$ cat src/source/axi_lite_pkg.sv
package axi_lite_pkg;

    // data width of the register bus
    localparam int AXI_DATA_WIDTH = 32;

    // byte lanes in one data word
    localparam int AXI_STRB_WIDTH = AXI_DATA_WIDTH / 8;

    // response codes, only OKAY is ever returned
    localparam logic [1:0] AXI_RESP_OKAY = 2'b00;

    // width of the word index handed from the bridge to the register map
    localparam int REG_ADDR_WIDTH = 9;

endpackage

$ cat src/source/frame_sync_pkg.sv
package frame_sync_pkg;

    // tracker states
    typedef enum logic [1:0] {
        FS_SEARCH = 2'd0,
        FS_FIND   = 2'd1,
        FS_SYNCED = 2'd2
    } fs_state_t;

    // register offsets as word indices
    localparam int unsigned REG_VERSION        = 'h000;
    localparam int unsigned REG_ID             = 'h001;
    localparam int unsigned REG_MAGIC          = 'h003;
    localparam int unsigned REG_PATTERN        = 'h004;
    localparam int unsigned REG_STATE          = 'h005;
    localparam int unsigned REG_RECONNECT_MODE = 'h006;
    localparam int unsigned REG_MISMATCH       = 'h009;
    localparam int unsigned REG_MISSED         = 'h00A;
    localparam int unsigned REG_IBAR           = 'h00B;
    localparam int unsigned REG_CLKS_BTWN      = 'h00C;
    localparam int unsigned REG_DISCONNECTS    = 'h00D;

    // identification words
    localparam logic [31:0] CORE_VERSION = 32'h0001_0061;
    // ascii "FS~~"
    localparam logic [31:0] CORE_MAGIC   = 32'h4653_7E7E;
    localparam logic [31:0] CORE_PATTERN = 32'h6969_6969;

    // where the tracker resumes after a disconnect
    // codes 2 and 3 behave like RECONNECT_SEARCH
    localparam logic [1:0] RECONNECT_SEARCH = 2'd0;
    localparam logic [1:0] RECONNECT_FIND   = 2'd1;

endpackage

$ cat src/source/axi_lite_slave.sv
`timescale 1ns/10ps

module axi_lite_slave
    import axi_lite_pkg::*;
#(
    parameter int ADDRESS_WIDTH = 11
) (
    input  logic                      clk_i,
    input  logic                      reset_ni,

    // write address and data channels
    input  logic [ADDRESS_WIDTH-1:0]  s_axi_awaddr_i,
    input  logic                      s_axi_awvalid_i,
    output logic                      s_axi_awready_o,
    input  logic [AXI_DATA_WIDTH-1:0] s_axi_wdata_i,
    // byte strobes are accepted but every write is a full word
    input  logic [AXI_STRB_WIDTH-1:0] s_axi_wstrb_i,
    input  logic                      s_axi_wvalid_i,
    output logic                      s_axi_wready_o,

    // write response channel
    output logic [1:0]                s_axi_bresp_o,
    output logic                      s_axi_bvalid_o,
    input  logic                      s_axi_bready_i,

    // read address and data channels
    input  logic [ADDRESS_WIDTH-1:0]  s_axi_araddr_i,
    input  logic                      s_axi_arvalid_i,
    output logic                      s_axi_arready_o,
    output logic [AXI_DATA_WIDTH-1:0] s_axi_rdata_o,
    output logic [1:0]                s_axi_rresp_o,
    output logic                      s_axi_rvalid_o,
    input  logic                      s_axi_rready_i,

    // register map side
    output logic                      wreq_o,
    output logic [REG_ADDR_WIDTH-1:0] waddr_o,
    output logic [AXI_DATA_WIDTH-1:0] wdata_o,
    input  logic                      wack_i,
    output logic                      rreq_o,
    output logic [REG_ADDR_WIDTH-1:0] raddr_o,
    input  logic                      rack_i,
    input  logic [AXI_DATA_WIDTH-1:0] rdata_i
);

    logic aw_ready_q;
    logic ar_ready_q;
    logic bvalid_q;
    logic rvalid_q;
    logic wr_busy;
    logic rd_busy;

    // one write and one read may be outstanding at a time
    assign wr_busy = aw_ready_q | wreq_o | wack_i | s_axi_bvalid_o;
    assign rd_busy = ar_ready_q | rreq_o | rack_i | s_axi_rvalid_o;

    always_ff @(posedge clk_i) begin
        if (!reset_ni) begin
            aw_ready_q <= 1'b0;
            ar_ready_q <= 1'b0;
            wreq_o     <= 1'b0;
            rreq_o     <= 1'b0;
            bvalid_q   <= 1'b0;
            rvalid_q   <= 1'b0;
        end else begin
            // write needs address and data together
            aw_ready_q <= s_axi_awvalid_i & s_axi_wvalid_i & ~wr_busy;
            ar_ready_q <= s_axi_arvalid_i & ~rd_busy;
            wreq_o     <= aw_ready_q;
            rreq_o     <= ar_ready_q;
            bvalid_q   <= s_axi_bvalid_o & ~s_axi_bready_i;
            rvalid_q   <= s_axi_rvalid_o & ~s_axi_rready_i;
        end
    end

    // byte offset dropped to form the word index
    always_ff @(posedge clk_i) begin
        if (aw_ready_q) begin
            waddr_o <= REG_ADDR_WIDTH'(s_axi_awaddr_i >> 2);
            wdata_o <= s_axi_wdata_i;
        end
        if (ar_ready_q) begin
            raddr_o <= REG_ADDR_WIDTH'(s_axi_araddr_i >> 2);
        end
    end

    assign s_axi_awready_o = aw_ready_q;
    assign s_axi_wready_o  = aw_ready_q;
    assign s_axi_arready_o = ar_ready_q;

    // acknowledge raises valid, the registered copy holds it until ready
    assign s_axi_bvalid_o = wack_i | bvalid_q;
    assign s_axi_rvalid_o = rack_i | rvalid_q;
    assign s_axi_bresp_o  = AXI_RESP_OKAY;
    assign s_axi_rresp_o  = AXI_RESP_OKAY;

    // register map keeps its read word until the next rreq,
    // which cannot come while rvalid is high
    assign s_axi_rdata_o = rdata_i;

    property p_valid_held(logic valid, logic ready);
        @(posedge clk_i) disable iff (!reset_ni)
        valid && !ready |=> valid;
    endproperty

    a_bvalid_held: assert property (p_valid_held(s_axi_bvalid_o, s_axi_bready_i));
    a_rvalid_held: assert property (p_valid_held(s_axi_rvalid_o, s_axi_rready_i));

    a_wreq_pulse: assert property (
        @(posedge clk_i) disable iff (!reset_ni) wreq_o |=> !wreq_o
    );
    a_rreq_pulse: assert property (
        @(posedge clk_i) disable iff (!reset_ni) rreq_o |=> !rreq_o
    );

endmodule

$ cat src/source/frame_sync_regmap.sv
`timescale 1ns/10ps

module frame_sync_regmap
    import axi_lite_pkg::*;
    import frame_sync_pkg::*;
#(
    parameter logic [31:0] ID = 32'd0
) (
    input  logic                      clk_i,
    input  logic                      reset_ni,

    // requests from the bus bridge
    input  logic                      wreq_i,
    input  logic [REG_ADDR_WIDTH-1:0] waddr_i,
    input  logic [AXI_DATA_WIDTH-1:0] wdata_i,
    output logic                      wack_o,
    input  logic                      rreq_i,
    input  logic [REG_ADDR_WIDTH-1:0] raddr_i,
    output logic                      rack_o,
    output logic [AXI_DATA_WIDTH-1:0] rdata_o,

    // tracker status
    input  fs_state_t                 fs_state_i,
    input  logic [1:0]                reconnect_mode_i,
    input  logic signed [7:0]         sample_cnt_mismatch_i,
    input  logic [15:0]               missed_ssbs_i,
    input  logic [2:0]                ibar_ssb_i,
    input  logic [31:0]               clks_btwn_ssbs_i,
    input  logic [31:0]               num_disconnects_i,

    // reconnect mode update towards the tracker
    output logic                      reconnect_mode_write_o,
    output logic [1:0]                reconnect_mode_o
);

    // acknowledge one cycle after each request
    always_ff @(posedge clk_i) begin
        if (!reset_ni) begin
            wack_o <= 1'b0;
            rack_o <= 1'b0;
        end else begin
            wack_o <= wreq_i;
            rack_o <= rreq_i;
        end
    end

    // read word is sampled at the request and held until the next one
    always_ff @(posedge clk_i) begin
        if (rreq_i) begin
            case (32'(raddr_i))
                REG_VERSION:        rdata_o <= AXI_DATA_WIDTH'(CORE_VERSION);
                REG_ID:             rdata_o <= AXI_DATA_WIDTH'(ID);
                REG_MAGIC:          rdata_o <= AXI_DATA_WIDTH'(CORE_MAGIC);
                REG_PATTERN:        rdata_o <= AXI_DATA_WIDTH'(CORE_PATTERN);
                REG_STATE:          rdata_o <= AXI_DATA_WIDTH'(fs_state_i);
                REG_RECONNECT_MODE: rdata_o <= AXI_DATA_WIDTH'(reconnect_mode_i);
                // mismatch shows up zero-extended, the host sign-extends
                REG_MISMATCH:       rdata_o <= AXI_DATA_WIDTH'($unsigned(sample_cnt_mismatch_i));
                REG_MISSED:         rdata_o <= AXI_DATA_WIDTH'(missed_ssbs_i);
                REG_IBAR:           rdata_o <= AXI_DATA_WIDTH'(ibar_ssb_i);
                REG_CLKS_BTWN:      rdata_o <= AXI_DATA_WIDTH'(clks_btwn_ssbs_i);
                REG_DISCONNECTS:    rdata_o <= AXI_DATA_WIDTH'(num_disconnects_i);
                default:            rdata_o <= '0;
            endcase
        end
    end

    // only the reconnect mode is writable, other offsets are acked and dropped
    assign reconnect_mode_write_o = wreq_i && (32'(waddr_i) == REG_RECONNECT_MODE);
    assign reconnect_mode_o       = wdata_i[1:0];

endmodule

$ cat src/source/frame_sync_top.sv
`timescale 1ns/10ps

module frame_sync_top
    import axi_lite_pkg::*;
    import frame_sync_pkg::*;
#(
    parameter logic [31:0] ID             = 32'd0,
    parameter int          ADDRESS_WIDTH  = 11,
    parameter int unsigned NOMINAL_PERIOD = 40,
    parameter int unsigned TOLERANCE      = 2,
    parameter int unsigned MAX_MISSED     = 3
) (
    input  logic                      clk_i,
    input  logic                      reset_ni,

    // SSB detections
    input  logic                      ssb_strobe_i,
    input  logic [2:0]                ibar_ssb_i,

    // host register access
    input  logic [ADDRESS_WIDTH-1:0]  s_axi_awaddr_i,
    input  logic                      s_axi_awvalid_i,
    output logic                      s_axi_awready_o,
    input  logic [AXI_DATA_WIDTH-1:0] s_axi_wdata_i,
    input  logic [AXI_STRB_WIDTH-1:0] s_axi_wstrb_i,
    input  logic                      s_axi_wvalid_i,
    output logic                      s_axi_wready_o,
    output logic [1:0]                s_axi_bresp_o,
    output logic                      s_axi_bvalid_o,
    input  logic                      s_axi_bready_i,
    input  logic [ADDRESS_WIDTH-1:0]  s_axi_araddr_i,
    input  logic                      s_axi_arvalid_i,
    output logic                      s_axi_arready_o,
    output logic [AXI_DATA_WIDTH-1:0] s_axi_rdata_o,
    output logic [1:0]                s_axi_rresp_o,
    output logic                      s_axi_rvalid_o,
    input  logic                      s_axi_rready_i
);

    logic                      wreq;
    logic [REG_ADDR_WIDTH-1:0] waddr;
    logic [AXI_DATA_WIDTH-1:0] wdata;
    logic                      wack;
    logic                      rreq;
    logic [REG_ADDR_WIDTH-1:0] raddr;
    logic                      rack;
    logic [AXI_DATA_WIDTH-1:0] rdata;

    logic                      reconnect_mode_write;
    logic [1:0]                reconnect_mode_wdata;
    fs_state_t                 fs_state;
    logic [1:0]                reconnect_mode;
    logic signed [7:0]         sample_cnt_mismatch;
    logic [15:0]               missed_ssbs;
    logic [2:0]                ibar_ssb;
    logic [31:0]               clks_btwn_ssbs;
    logic [31:0]               num_disconnects;

    axi_lite_slave #(
        .ADDRESS_WIDTH(ADDRESS_WIDTH)
    ) axi_lite_slave_i (
        .clk_i          (clk_i),
        .reset_ni       (reset_ni),
        .s_axi_awaddr_i (s_axi_awaddr_i),
        .s_axi_awvalid_i(s_axi_awvalid_i),
        .s_axi_awready_o(s_axi_awready_o),
        .s_axi_wdata_i  (s_axi_wdata_i),
        .s_axi_wstrb_i  (s_axi_wstrb_i),
        .s_axi_wvalid_i (s_axi_wvalid_i),
        .s_axi_wready_o (s_axi_wready_o),
        .s_axi_bresp_o  (s_axi_bresp_o),
        .s_axi_bvalid_o (s_axi_bvalid_o),
        .s_axi_bready_i (s_axi_bready_i),
        .s_axi_araddr_i (s_axi_araddr_i),
        .s_axi_arvalid_i(s_axi_arvalid_i),
        .s_axi_arready_o(s_axi_arready_o),
        .s_axi_rdata_o  (s_axi_rdata_o),
        .s_axi_rresp_o  (s_axi_rresp_o),
        .s_axi_rvalid_o (s_axi_rvalid_o),
        .s_axi_rready_i (s_axi_rready_i),
        .wreq_o         (wreq),
        .waddr_o        (waddr),
        .wdata_o        (wdata),
        .wack_i         (wack),
        .rreq_o         (rreq),
        .raddr_o        (raddr),
        .rack_i         (rack),
        .rdata_i        (rdata)
    );

    frame_sync_regmap #(
        .ID(ID)
    ) frame_sync_regmap_i (
        .clk_i                 (clk_i),
        .reset_ni              (reset_ni),
        .wreq_i                (wreq),
        .waddr_i               (waddr),
        .wdata_i               (wdata),
        .wack_o                (wack),
        .rreq_i                (rreq),
        .raddr_i               (raddr),
        .rack_o                (rack),
        .rdata_o               (rdata),
        .fs_state_i            (fs_state),
        .reconnect_mode_i      (reconnect_mode),
        .sample_cnt_mismatch_i (sample_cnt_mismatch),
        .missed_ssbs_i         (missed_ssbs),
        .ibar_ssb_i            (ibar_ssb),
        .clks_btwn_ssbs_i      (clks_btwn_ssbs),
        .num_disconnects_i     (num_disconnects),
        .reconnect_mode_write_o(reconnect_mode_write),
        .reconnect_mode_o      (reconnect_mode_wdata)
    );

    ssb_tracker #(
        .NOMINAL_PERIOD(NOMINAL_PERIOD),
        .TOLERANCE     (TOLERANCE),
        .MAX_MISSED    (MAX_MISSED)
    ) ssb_tracker_i (
        .clk_i                 (clk_i),
        .reset_ni              (reset_ni),
        .ssb_strobe_i          (ssb_strobe_i),
        .ibar_ssb_i            (ibar_ssb_i),
        .reconnect_mode_write_i(reconnect_mode_write),
        .reconnect_mode_i      (reconnect_mode_wdata),
        .fs_state_o            (fs_state),
        .reconnect_mode_o      (reconnect_mode),
        .sample_cnt_mismatch_o (sample_cnt_mismatch),
        .missed_ssbs_o         (missed_ssbs),
        .ibar_ssb_o            (ibar_ssb),
        .clks_btwn_ssbs_o      (clks_btwn_ssbs),
        .num_disconnects_o     (num_disconnects)
    );

endmodule

$ cat src/source/ssb_tracker.sv
`timescale 1ns/10ps

module ssb_tracker
    import frame_sync_pkg::*;
#(
    parameter int unsigned NOMINAL_PERIOD = 40,
    parameter int unsigned TOLERANCE      = 2,
    parameter int unsigned MAX_MISSED     = 3
) (
    input  logic              clk_i,
    input  logic              reset_ni,
    input  logic              ssb_strobe_i,
    input  logic [2:0]        ibar_ssb_i,
    input  logic              reconnect_mode_write_i,
    input  logic [1:0]        reconnect_mode_i,
    output fs_state_t         fs_state_o,
    output logic [1:0]        reconnect_mode_o,
    output logic signed [7:0] sample_cnt_mismatch_o,
    output logic [15:0]       missed_ssbs_o,
    output logic [2:0]        ibar_ssb_o,
    output logic [31:0]       clks_btwn_ssbs_o,
    output logic [31:0]       num_disconnects_o
);

    localparam logic [31:0] NOMINAL    = 32'(NOMINAL_PERIOD);
    localparam logic [31:0] LOW_BOUND  = 32'(NOMINAL_PERIOD - TOLERANCE);
    localparam logic [31:0] HIGH_BOUND = 32'(NOMINAL_PERIOD + TOLERANCE);
    localparam int          RUN_W      = $clog2(MAX_MISSED + 1);
    localparam logic [RUN_W-1:0] LAST_RUN = RUN_W'(MAX_MISSED - 1);

    logic [31:0]      clk_cnt_q;
    logic [31:0]      cnt_offset;
    logic [RUN_W-1:0] miss_run_q;
    logic             in_window;
    logic             miss;

    // distance of the current count from the nominal period
    assign cnt_offset = clk_cnt_q - NOMINAL;
    assign in_window  = (clk_cnt_q >= LOW_BOUND) && (clk_cnt_q <= HIGH_BOUND);
    // expected SSB did not show up within the tolerance window
    assign miss = (fs_state_o == FS_SYNCED) && !ssb_strobe_i && (clk_cnt_q > HIGH_BOUND);

    always_ff @(posedge clk_i) begin
        if (!reset_ni) begin
            clk_cnt_q         <= '0;
            fs_state_o        <= FS_SEARCH;
            miss_run_q        <= '0;
            missed_ssbs_o     <= '0;
            num_disconnects_o <= '0;
        end else if (ssb_strobe_i) begin
            clk_cnt_q <= 32'd1;
            case (fs_state_o)
                FS_SEARCH: begin
                    fs_state_o <= FS_FIND;
                end
                FS_FIND: begin
                    if (in_window) begin
                        fs_state_o <= FS_SYNCED;
                        miss_run_q <= '0;
                    end
                end
                FS_SYNCED: begin
                    if (in_window) begin
                        miss_run_q <= '0;
                    end
                end
                default: begin
                    fs_state_o <= FS_SEARCH;
                end
            endcase
        end else if (miss) begin
            // step back one period so the next miss lands a period later
            clk_cnt_q <= cnt_offset;
            if (missed_ssbs_o != '1) begin
                missed_ssbs_o <= missed_ssbs_o + 16'd1;
            end
            if (miss_run_q == LAST_RUN) begin
                miss_run_q        <= '0;
                num_disconnects_o <= num_disconnects_o + 32'd1;
                fs_state_o        <= (reconnect_mode_o == RECONNECT_FIND) ? FS_FIND : FS_SEARCH;
            end else begin
                miss_run_q <= miss_run_q + 1'b1;
            end
        end else begin
            clk_cnt_q <= clk_cnt_q + 32'd1;
        end
    end

    // measurements captured with each strobe
    always_ff @(posedge clk_i) begin
        if (ssb_strobe_i) begin
            clks_btwn_ssbs_o <= clk_cnt_q;
            ibar_ssb_o       <= ibar_ssb_i;
            if (in_window && fs_state_o != FS_SEARCH) begin
                sample_cnt_mismatch_o <= $signed(cnt_offset[7:0]);
            end
        end
    end

    always_ff @(posedge clk_i) begin
        if (!reset_ni) begin
            reconnect_mode_o <= RECONNECT_SEARCH;
        end else if (reconnect_mode_write_i) begin
            reconnect_mode_o <= reconnect_mode_i;
        end
    end

    a_state_legal: assert property (
        @(posedge clk_i) disable iff (!reset_ni) 2'(fs_state_o) != 2'd3
    );

endmodule
$ cat config.mk
export PLATFORM = sky130hd
export DESIGN_NAME = frame_sync_top
export DESIGN_NICKNAME = d
export VERILOG_FILES = /design/src/source/axi_lite_pkg.sv /design/src/source/frame_sync_pkg.sv /design/src/source/axi_lite_slave.sv /design/src/source/frame_sync_regmap.sv /design/src/source/frame_sync_top.sv /design/src/source/ssb_tracker.sv
export SDC_FILE = /design/constraint.sdc
export NUM_CORES = 1
export LEC_CHECK = 0
export BUFFER_PORTS_ARGS = -buffer_cell sky130_fd_sc_hd__clkbuf_2
export CAP_MARGIN = 20
export CORE_MARGIN = 3
export CORE_UTILIZATION = 60
export DETAILED_ROUTE_END_ITERATION = 8
export MAX_ROUTING_LAYER = met4
export PLACE_DENSITY = 0.81
export SYNTH_ARGS = -nofsm -noshare
export SYNTH_HDL_FRONTEND = slang
export SYNTH_HIERARCHICAL = 1
export SYNTH_SLANG_ARGS = --single-unit
$ cat constraint.sdc
create_clock -name clk_i -period 2.8 [get_ports clk_i]
set_input_delay 0.14 -clock clk_i [delete_from_list [all_inputs] [get_ports clk_i]]
set_output_delay 0.14 -clock clk_i [all_outputs]
set_load 0.01 [all_outputs]
=== After elaboration in Yosys (flattened, before gate mapping) ===
Index checks and enable logic that the tools add are counted.
Widths: inputs -> output; s select.

* Register bits: 189
* Latch bits: 0
* RAM bits: 0
* Bits in read-only memories: 0
* Bits of input ports: 69
* Output and inout bits: 41
* Logic and storage cells: 100
* Memories kept: 0

* $add $sub $neg: 5
* Multipliers: 0
* Div/mod/pow operators: 0
* Order comparisons: 3
* Equal/unequal tests: 19
* Shift-type cells: 0
* Multiplexer cells: 14
* Bitwise gates (word level): 19
* Reductions and logical operators: 18

{| class="wikitable"
|+ Operators with widths
! kind !! number
|-
| $pmux 32 s10 || 1
|-
| $add 32x1->32 const B || 2
|-
| $eq 9x4->1 const B || 5
|-
| $eq 9x3->1 const B || 4
|-
| $ge 32x6->1 const B || 1
|-
| $gt 32x6->1 const B || 1
|-
| $le 32x6->1 const B || 1
|-
| $mux 32 || 1
|-
| $sub 32x6->32 const B || 1
|-
| $mux 2 || 9
|-
| $add 16x1->16 const B || 1
|-
| $ne 16x16->1 const B || 1
|-
| $eq 9x2->1 const B || 1
|-
| $logic_not 9->1 || 1
|-
| $reduce_and 3->1 || 3
|-
| $or 1x1->1 || 8
|-
| $not 1->1 || 6
|-
| $pmux 2 s3 || 1
|-
| $reduce_bool 2->1 || 3
|-
| $and 1x1->1 || 5
|-
| $logic_and 1x1->1 || 5
|-
| $eq 2x1->1 const B || 2
|-
| $eq 2x2->1 const B || 2
|-
| $ne 2x2->1 const B || 2
|-
| 9 further kinds || 11
|}

=== Longest topological paths before layout ===
Gate-level depths: netlist of run 1.

* Depth after elaboration: 5
* Mapped depth: 11
* Mapped depth without buffers: 8

=== Modules after synthesis ===
Netlist of run 1, hierarchy kept.

{| class="wikitable"
|+ Modules (own cells, without submodules)
! module !! times used !! cells each !! area an instance (µm²) !! sequential area each (µm²)
|-
| ssb_tracker || 1 || 676 || 6472.5 || 3012.9
|-
| frame_sync_regmap || 1 || 172 || 2024.4 || 1001.0
|-
| axi_lite_slave || 1 || 104 || 1979.4 || 1621.6
|}

=== Worst setup path after synthesis of run 1 ===
OpenSTA, ideal clock, no wires.

* Path type: reg2reg
* From: register ssb_tracker_i.clk_cnt_q[6]
* To: register ssb_tracker_i.sample_cnt_mismatch_o[0] (enable)
* Setup time: 0.383 ns
* Data arrival time: 2.036 ns
* Data required time: 2.417 ns
* Setup slack: 0.381 ns
* Cell stages (with the launch flop): 6
* Path buffers: 1
* Period minus slack after synthesis: 2.419 ns
* Path through: dfxtp_1 buf_2 or4_4 nor3_4 nand3_1 nor3_1

* Longest elaborated chain between the ends: 4
* Elaborated cells on any way between the ends: 5
* Classes of those cells: order compare (2); reduce/logical (3)

{| class="wikitable"
|+ RTL lines
! what !! line !! RTL
|-
| start: declaration || ssb_tracker.sv:31 || <nowiki>logic [31:0] clk_cnt_q;</nowiki>
|-
| start signal: assignment || ssb_tracker.sv:73 || <nowiki>clk_cnt_q <= cnt_offset;</nowiki>
|-
| start signal: assignment || ssb_tracker.sv:85 || <nowiki>clk_cnt_q <= clk_cnt_q + 32'd1;</nowiki>
|-
| $ge 32x6->1 or $le 32x6->1 (tied branches) || ssb_tracker.sv:39 || <nowiki>assign in_window = (clk_cnt_q >= LOW_BOUND) && (clk_cnt_q <= HIGH_BOUND);</nowiki>
|-
| $logic_and 1x1->1 * || ssb_tracker.sv:39 ||
|-
| $logic_and 1x1->1 * || ssb_tracker.sv:94 || <nowiki>if (in_window && fs_state_o != FS_SEARCH) begin</nowiki>
|-
| $reduce_and 2->1 (no source line) * || n/a ||
|-
| end signal: assignment || ssb_tracker.sv:95 || <nowiki>sample_cnt_mismatch_o <= $signed(cnt_offset[7:0]);</nowiki>
|-
| end: declaration || ssb_tracker.sv:18 || <nowiki>output logic signed [7:0] sample_cnt_mismatch_o,</nowiki>
|}

Mark *: on every way between the ends. The rest lies on a longest branch, timed or not.
A chain may end at the register's enable or synchronous reset.

=== Final worst setup path of run 1 ===
* From: register ssb_tracker_i.fs_state_o[0]
* To: register ssb_tracker_i.missed_ssbs_o[5]

* Longest elaborated chain between the ends: 4

{| class="wikitable"
|+ RTL lines
! what !! line !! RTL
|-
| start: declaration || ssb_tracker.sv:16 || <nowiki>output fs_state_t fs_state_o,</nowiki>
|-
| start signal: assignment || ssb_tracker.sv:80 || <nowiki>fs_state_o <= (reconnect_mode_o == RECONNECT_FIND) ? FS_FIND : FS_SEARCH;</nowiki>
|-
| $eq 2x2->1 || ssb_tracker.sv:41 || <nowiki>assign miss = (fs_state_o == FS_SYNCED) && !ssb_strobe_i && (clk_cnt_q > HIGH_BOUND);</nowiki>
|-
| $logic_and 1x1->1 (2 in a row) || ssb_tracker.sv:41 ||
|-
| $reduce_and 3->1 (no source line) || n/a ||
|-
| end signal: assignment || ssb_tracker.sv:75 || <nowiki>missed_ssbs_o <= missed_ssbs_o + 16'd1;</nowiki>
|-
| end: declaration || ssb_tracker.sv:19 || <nowiki>output logic [15:0] missed_ssbs_o,</nowiki>
|}

No other way between the ends.

==> flow_metrics.tcl, run 1 <==
set metrics [dict create \
    worstPathArrival_ps 2970 \
    pwr-share-clk 0.425 \
    sequentialPowerShare 0.536 \
    power.switching_fraction 0.230 \
    share_of_cells_above_drive_strength_1 0.205 \
    ff_latch_area_sq_um 4740 \
    cts.repair_timing.setup_buffer_count 0 \
    synthCells 922 \
    timing_worst_slew_pin_value_ps 985 \
    vias 7746 \
    setup_repair_after_global_routing_missed_its_margin "no" \
    placed_instance_area_sq_um 10000 \
    fmaxAchievable_ghz 0.383 \
    multi_input_area_sq_um 4210 \
    antenna_violations_before_repair 0 \
    timing.critical_path.fanout_max 30 \
    worstPathCellList "inv_1 -> ha_1 -> nor2b_1 -> o211ai_1 -> o22ai_2 -> nor2_2 -> buf_12 -> or4_1 -> a21oi_1" \
    drv.max_cap_violation_count 0 \
    count_of_placed_standard_cells_including_taps 1164 \
    leakage_nw 3.96 \
    internal-power_w 0.00429 \
    drt-wirelength-per-cell_um 19.2 \
    wirelength_mm 23.6 \
    syn_area_sq_um 9580 \
    netSwitchingPower_w 0.00128 \
    overall_die_area_sq_um 17500 \
    most-common-layout-cells "edfxtp_1 (95), dfxtp_1 (93), clkbuf_2 (67), nand2_1 (61), buf_4 (49)" \
    design.portCount 110 \
    worstRegToRegCells 9 \
    clk_pin_slew_ps 70 \
    global_route_congestion_overflow_total 0 \
    cpMaxStageDelayCell "or4_1" \
    placement_rows 45 \
    drv_slew 0 \
    critical_path.max_stage_delay_ps 500 \
    route.detailed.drc 0 \
    final_cell_area_sq_um 10900 \
    number_of_failing_setup_endpoints_in_the_final_timing_report 0 \
    worst_slew_margin_rel 0.342 \
    cp.depth 9 \
    crit_path_end "ssb_tracker_i/missed_ssbs_o[5]" \
    hpwlAfterDp_mm 15.7 \
    globalplace.congestion 0.921 \
    clock_skew_ps 13.1 \
    totalNegativeSetupSlack_ps 0 \
    postLayoutCoreUtil 0.707 \
    chipWidth_um 132 \
    r2r_setup_slack_ps 190 \
    area_growth_synth_to_finish_pct 13.8 \
    share_comb_of_total_power 0.039 \
    globalRouteTotalUtil 0.276 \
    vias_per_cell 6.33 \
    status "finished, final reports clean" \
    synthesis.area_per_instance_sq_um 10.4 \
    portBuffers 67 \
    critPathBufInv 2 \
    worst-setup-path-type "flop to flop" \
    core_region_area_sq_um 15400 \
    power.density_nw_per_um2 511 \
    num-nets-final 1080 \
    timing.rr.start "ssb_tracker_i/fs_state_o[0]" \
    report.final.hold_viol_count 0 \
    initialDrtViolationCount 1101 \
    clk_latency_ps 440 \
    start_util 0.621 \
    grt_pass1_wl_mm 37.5 \
    critPathTopFamily "simple AND/OR/NAND/NOR gates" \
    clock_tree.root_cell "clkbuf_16" \
    crit_required_ps 3160 \
    hp-class "input pin to flop" \
    timing.final.crit_period_ps 2610 \
    crit_path_end_kind "flop" \
    worstSetupStartpointType "flop" \
    grt_max_degree 45 \
    antenna_violating_nets_post_route 0 \
    ir_drop_mv 0.456 \
    first_pass_iters 7 \
    clkSinkCount 189 \
    ctsHtreeMaxLevel 4 \
    num_antenna_cells 0 \
    synth_warn 6 \
    n_fill_cell 1128 \
    launching_element_of_the_worst_setup_path "ssb_tracker_i/fs_state_o[0]" \
    layout_worst_path_cycle_share 0.932 \
    clk_path_buf_depth 2 \
    die_h_um 132 \
    grt_pass1_vias 7335 \
    rr_endpoint "ssb_tracker_i/missed_ssbs_o[5]" \
    cts_buffers 17 \
    mostFrequentLayoutCell "edfxtp_1" \
    tritoncts "done" \
    final-instance-count-excl-fill 1224 \
]
-- registers in the layout, summed over array words and instances, names as in the netlist, 2 cells and up --
signal / flops
axi_lite_slave_i/raddr_o: 9
axi_lite_slave_i/waddr_o: 9
axi_lite_slave_i/wdata_o: 2
frame_sync_regmap_i/rdata_o: 32
ssb_tracker_i/clk_cnt_q: 32
ssb_tracker_i/clks_btwn_ssbs_o: 32
ssb_tracker_i/fs_state_o: 2
ssb_tracker_i/ibar_ssb_o: 3
ssb_tracker_i/miss_run_q: 2
ssb_tracker_i/missed_ssbs_o: 16
ssb_tracker_i/num_disconnects_o: 32
ssb_tracker_i/reconnect_mode_o: 2
ssb_tracker_i/sample_cnt_mismatch_o: 8
-- worst reg2reg max path, cell delays in order (launching register included) --
cell,delay (ps)
dfxtp_1,360
inv_1,110
ha_1,230
nor2b_1,210
o211ai_1,140
o22ai_2,470
nor2_2,140
buf_12,200
or4_1,520
a21oi_1,170
-- layer usage --
| layer | global-route usage | wire length (um) | vias up | part of all wire |
|---|---|---|---|---|
| met2 | 0.427 | 11100 | 400 | 0.47 |
| met3 | 0.0550 | 1920 | 61 | 0.082 |
| met1 | 0.361 | 9920 | 3663 | 0.42 |
| met5 | - | 0 | - | 0 |
| li1 | - | - | 3622 | - |
| met4 | 0.104 | 600 | 0 | 0.025 |
-- area by class of cell --
class                           instances  share of cell area
Sequential cell                       189               0.434
Multi-Input combinational cell        620               0.386
Inverter                               27             0.00930
Clock buffer                           19              0.0426
Timing Repair Buffer                  145              0.0921
Clock inverter                         13              0.0110
Tap cell                              211              0.0242
-- power by group through the flow --
stage / logic, W / clock network, W / registers (W)
4_1_cts: 0.000212 / 0.00238 / 0.00298
5_1_grt: 0.000234 / 0.00252 / 0.00299
3_3_place_gp: 0.000175 / 0 / 0.00305
2_1_floorplan: 0.000122 / 0 / 0.00304
3_5_place_dp: 0.000180 / 0 / 0.00305
6_report: 0.000216 / 0.00236 / 0.00299
-- worst min-delay path by stage --
stage	cells after the start	start	end	slack, ps
2_1_floorplan	0	s_axi_araddr_i[2]	axi_lite_slave_i/raddr_o[0]	240
3_5_place_dp	1	s_axi_awaddr_i[5]	axi_lite_slave_i/waddr_o[3]	320
5_1_grt	3	ssb_strobe_i	ssb_tracker_i/clk_cnt_q[0]	140
4_1_cts	3	ssb_strobe_i	ssb_tracker_i/clk_cnt_q[0]	130
3_3_place_gp	1	s_axi_araddr_i[2]	axi_lite_slave_i/raddr_o[0]	320
6_report	3	ssb_strobe_i	ssb_tracker_i/clk_cnt_q[0]	140
-- stage by stage --
step,setup WS (ps),hold slack (ps),total power (W)
after floorplan,381,239,0.00316
after global placement,201,317,0.00322
after detailed placement,131,319,0.00323
after CTS,100,127,0.00558
after global routing,46.0,138,0.00574
final,190,142,0.00557
-- what timing repair did --
| item | in CTS | in global routing |
|---|---|---|
| endpoints found under the hold margin | 27 | 0 |
| hold buffers | 28 | 0 |
| gates resized for setup | 0 | 3 |
| endpoints found under the setup margin | 0 | 3 |
Note: power is estimated with default switching activity, not from simulation.
==> inputs of run 2 (changes only) <==
--- a/config.mk
+++ b/config.mk
@@ -5,13 +5,14 @@
 export SDC_FILE = /design/constraint.sdc
 export NUM_CORES = 1
 export LEC_CHECK = 0
-export BUFFER_PORTS_ARGS = -buffer_cell sky130_fd_sc_hd__clkbuf_2
+export BUFFER_PORTS_ARGS = -buffer_cell sky130_fd_sc_hd__buf_2
 export CAP_MARGIN = 20
+export CORE_ASPECT_RATIO = 0.75
 export CORE_MARGIN = 3
-export CORE_UTILIZATION = 60
+export CORE_UTILIZATION = 50
 export DETAILED_ROUTE_END_ITERATION = 8
 export MAX_ROUTING_LAYER = met4
-export PLACE_DENSITY = 0.81
+export PLACE_DENSITY = 0.69
 export SYNTH_ARGS = -nofsm -noshare
 export SYNTH_HDL_FRONTEND = slang
 export SYNTH_HIERARCHICAL = 1
==> run 2 against run 1 <==
Setup slack better by 1.3 ps; die area up 19%; sequential share of layout area decreased by 0.43 points; clock skew shrank 1.2 ps; routed wire length up 1.6%; clock-buffer cell count unchanged; non-clock buffer count up 7; critical path type unchanged; critical path depth decreased by 1; core utilization down 12 points.
==> flow_metrics.tcl, run 2 (synthesis results as in run 1) <==
set metrics [dict create \
    power.density_nw_per_um2 508 \
    worst_slew_margin_rel 0.411 \
    cpMaxStageDelayCell "a211o_1" \
    route.detailed.drc 0 \
    clock_tree.root_cell "clkbuf_16" \
    n_fill_cell 1536 \
    num-nets-final 1087 \
    worstPathCellList "ha_1 -> nand4b_1 -> o21ai_0 -> or2_1 -> buf_4 -> a211o_1 -> or4_1 -> a21oi_1" \
    global_route_congestion_overflow_total 0 \
    totalNegativeSetupSlack_ps 0 \
    status "finished, final reports clean" \
    die_h_um 126 \
    grt_pass1_vias 6787 \
    vias 7586 \
    worstSetupStartpointType "flop" \
    worstPathArrival_ps 2970 \
    ctsHtreeMaxLevel 4 \
    critical_path.max_stage_delay_ps 470 \
    overall_die_area_sq_um 20900 \
    vias_per_cell 5.99 \
    drt-wirelength-per-cell_um 18.9 \
    first_pass_iters 6 \
    clk_pin_slew_ps 70 \
    grt_pass1_wl_mm 38.0 \
    tritoncts "done" \
    num_antenna_cells 0 \
    share_of_cells_above_drive_strength_1 0.208 \
    layout_worst_path_cycle_share 0.932 \
    crit_required_ps 3160 \
    drv_slew 0 \
    start_util 0.514 \
    portBuffers 67 \
    p_total_w 0.00559 \
    clk_path_buf_depth 2 \
    postLayoutCoreUtil 0.591 \
    clkSinkCount 189 \
    fmaxAchievable_ghz 0.383 \
    clk_latency_ps 440 \
    core_region_area_sq_um 18600 \
    hpwlAfterDp_mm 16.7 \
    area_growth_synth_to_finish_pct 14.9 \
    drv.max_cap_violation_count 0 \
    chipWidth_um 166 \
    placement_rows 43 \
    report.final.hold_viol_count 0 \
    number_of_failing_setup_endpoints_in_the_final_timing_report 0 \
    crit_path_end_kind "flop" \
    initialDrtViolationCount 901 \
    timing.critical_path.fanout_max 15 \
    design.portCount 110 \
    worst-setup-path-type "flop to flop" \
    cts.repair_timing.setup_buffer_count 0 \
    globalplace.congestion 0.943 \
    grt_max_degree 45 \
    antenna_violations_before_repair 0 \
    ff_latch_area_sq_um 4730 \
    leakage_nw 3.98 \
    clock_skew_ps 11.8 \
    setup_repair_after_global_routing_missed_its_margin "no" \
    placed_instance_area_sq_um 10100 \
    timing_worst_slew_pin_value_ps 882 \
    mostFrequentLayoutCell "edfxtp_1" \
    ir_drop_mv 0.411 \
    timing.final.crit_period_ps 2610 \
    wirelength_mm 23.9 \
    antenna_violating_nets_post_route 0 \
    multi_input_area_sq_um 4210 \
    cts_buffers 17 \
    hp-class "input pin to flop" \
    final_cell_area_sq_um 11000 \
    most-common-layout-cells "edfxtp_1 (95), dfxtp_1 (94), buf_2 (67), nand2_1 (61), buf_4 (56)" \
    globalRouteTotalUtil 0.234 \
]
-- run 2: changes by cell type in the layout (fill, tap and decap cells not counted), moves of 4 or more --
cell	delta
buf_2	+67
buf_4	+7
clkbuf_2	-67
clkinv_8	+4
-- run 2: final timing paths --
check                           cells after the start                             endpoint                        from  slack, ps
worst max register to register                      8  ssb_tracker_i/num_disconnects_o[17]  ssb_tracker_i/clk_cnt_q[3]        190
worst min register to register                      1     axi_lite_slave_i/s_axi_awready_o     axi_lite_slave_i/wreq_o        450
worst min-delay path                                3           ssb_tracker_i/clk_cnt_q[0]                ssb_strobe_i        110
worst max-delay path                                8  ssb_tracker_i/num_disconnects_o[17]  ssb_tracker_i/clk_cnt_q[3]        190
-- run 2: power by group --
part	internal [W]	switching, W
Clock	0.00122	0.00117
Combinational	0.0000944	0.000120
Sequential	0.00295	0.0000411
Total	0.00426	0.00133
-- run 2: timing repair --
action,4_1_cts,5_1_grt
hold buffers,28,0
endpoints found under the setup margin,0,8
resized for setup,0,1
endpoints found under the hold margin,27,0
-- run 2: routing by layer --
| metal | wire (um) | GRT usage |
|---|---|---|
| met5 | 0 | - |
| met4 | 290 | 0.0557 |
| met3 | 2170 | 0.0518 |
| met2 | 10100 | 0.319 |
| met1 | 11400 | 0.356 |
-- run 2: through the flow --
step	instances	hold slack, ps	worst slack [ps]
after floorplan	925	239	381
after global placement	1207	316	247
after detailed placement	1207	318	201
after CTS	1267	94.9	179
after global routing	1267	131	93.4
final	1267	109	191
-- run 2: final cells by class --
class / instances / area share
sequential: 189 / 0.430
multi-input combinational: 620 / 0.382
timing repair buffer: 152 / 0.0960
clock buffer: 19 / 0.0402
tap: 247 / 0.0281
clock inverter: 13 / 0.0139
inverter: 27 / 0.00921
-- run 2: critical path, delay by kind of cell, from the launching register on --
| family | cells | cell delay (ps) |
|---|---|---|
| fa+ha+maj | 1 | 240 |
| compound gates | 3 | 770 |
| flops | 1 | 410 |
| simple gates | 3 | 920 |
| buf+inv | 1 | 190 |
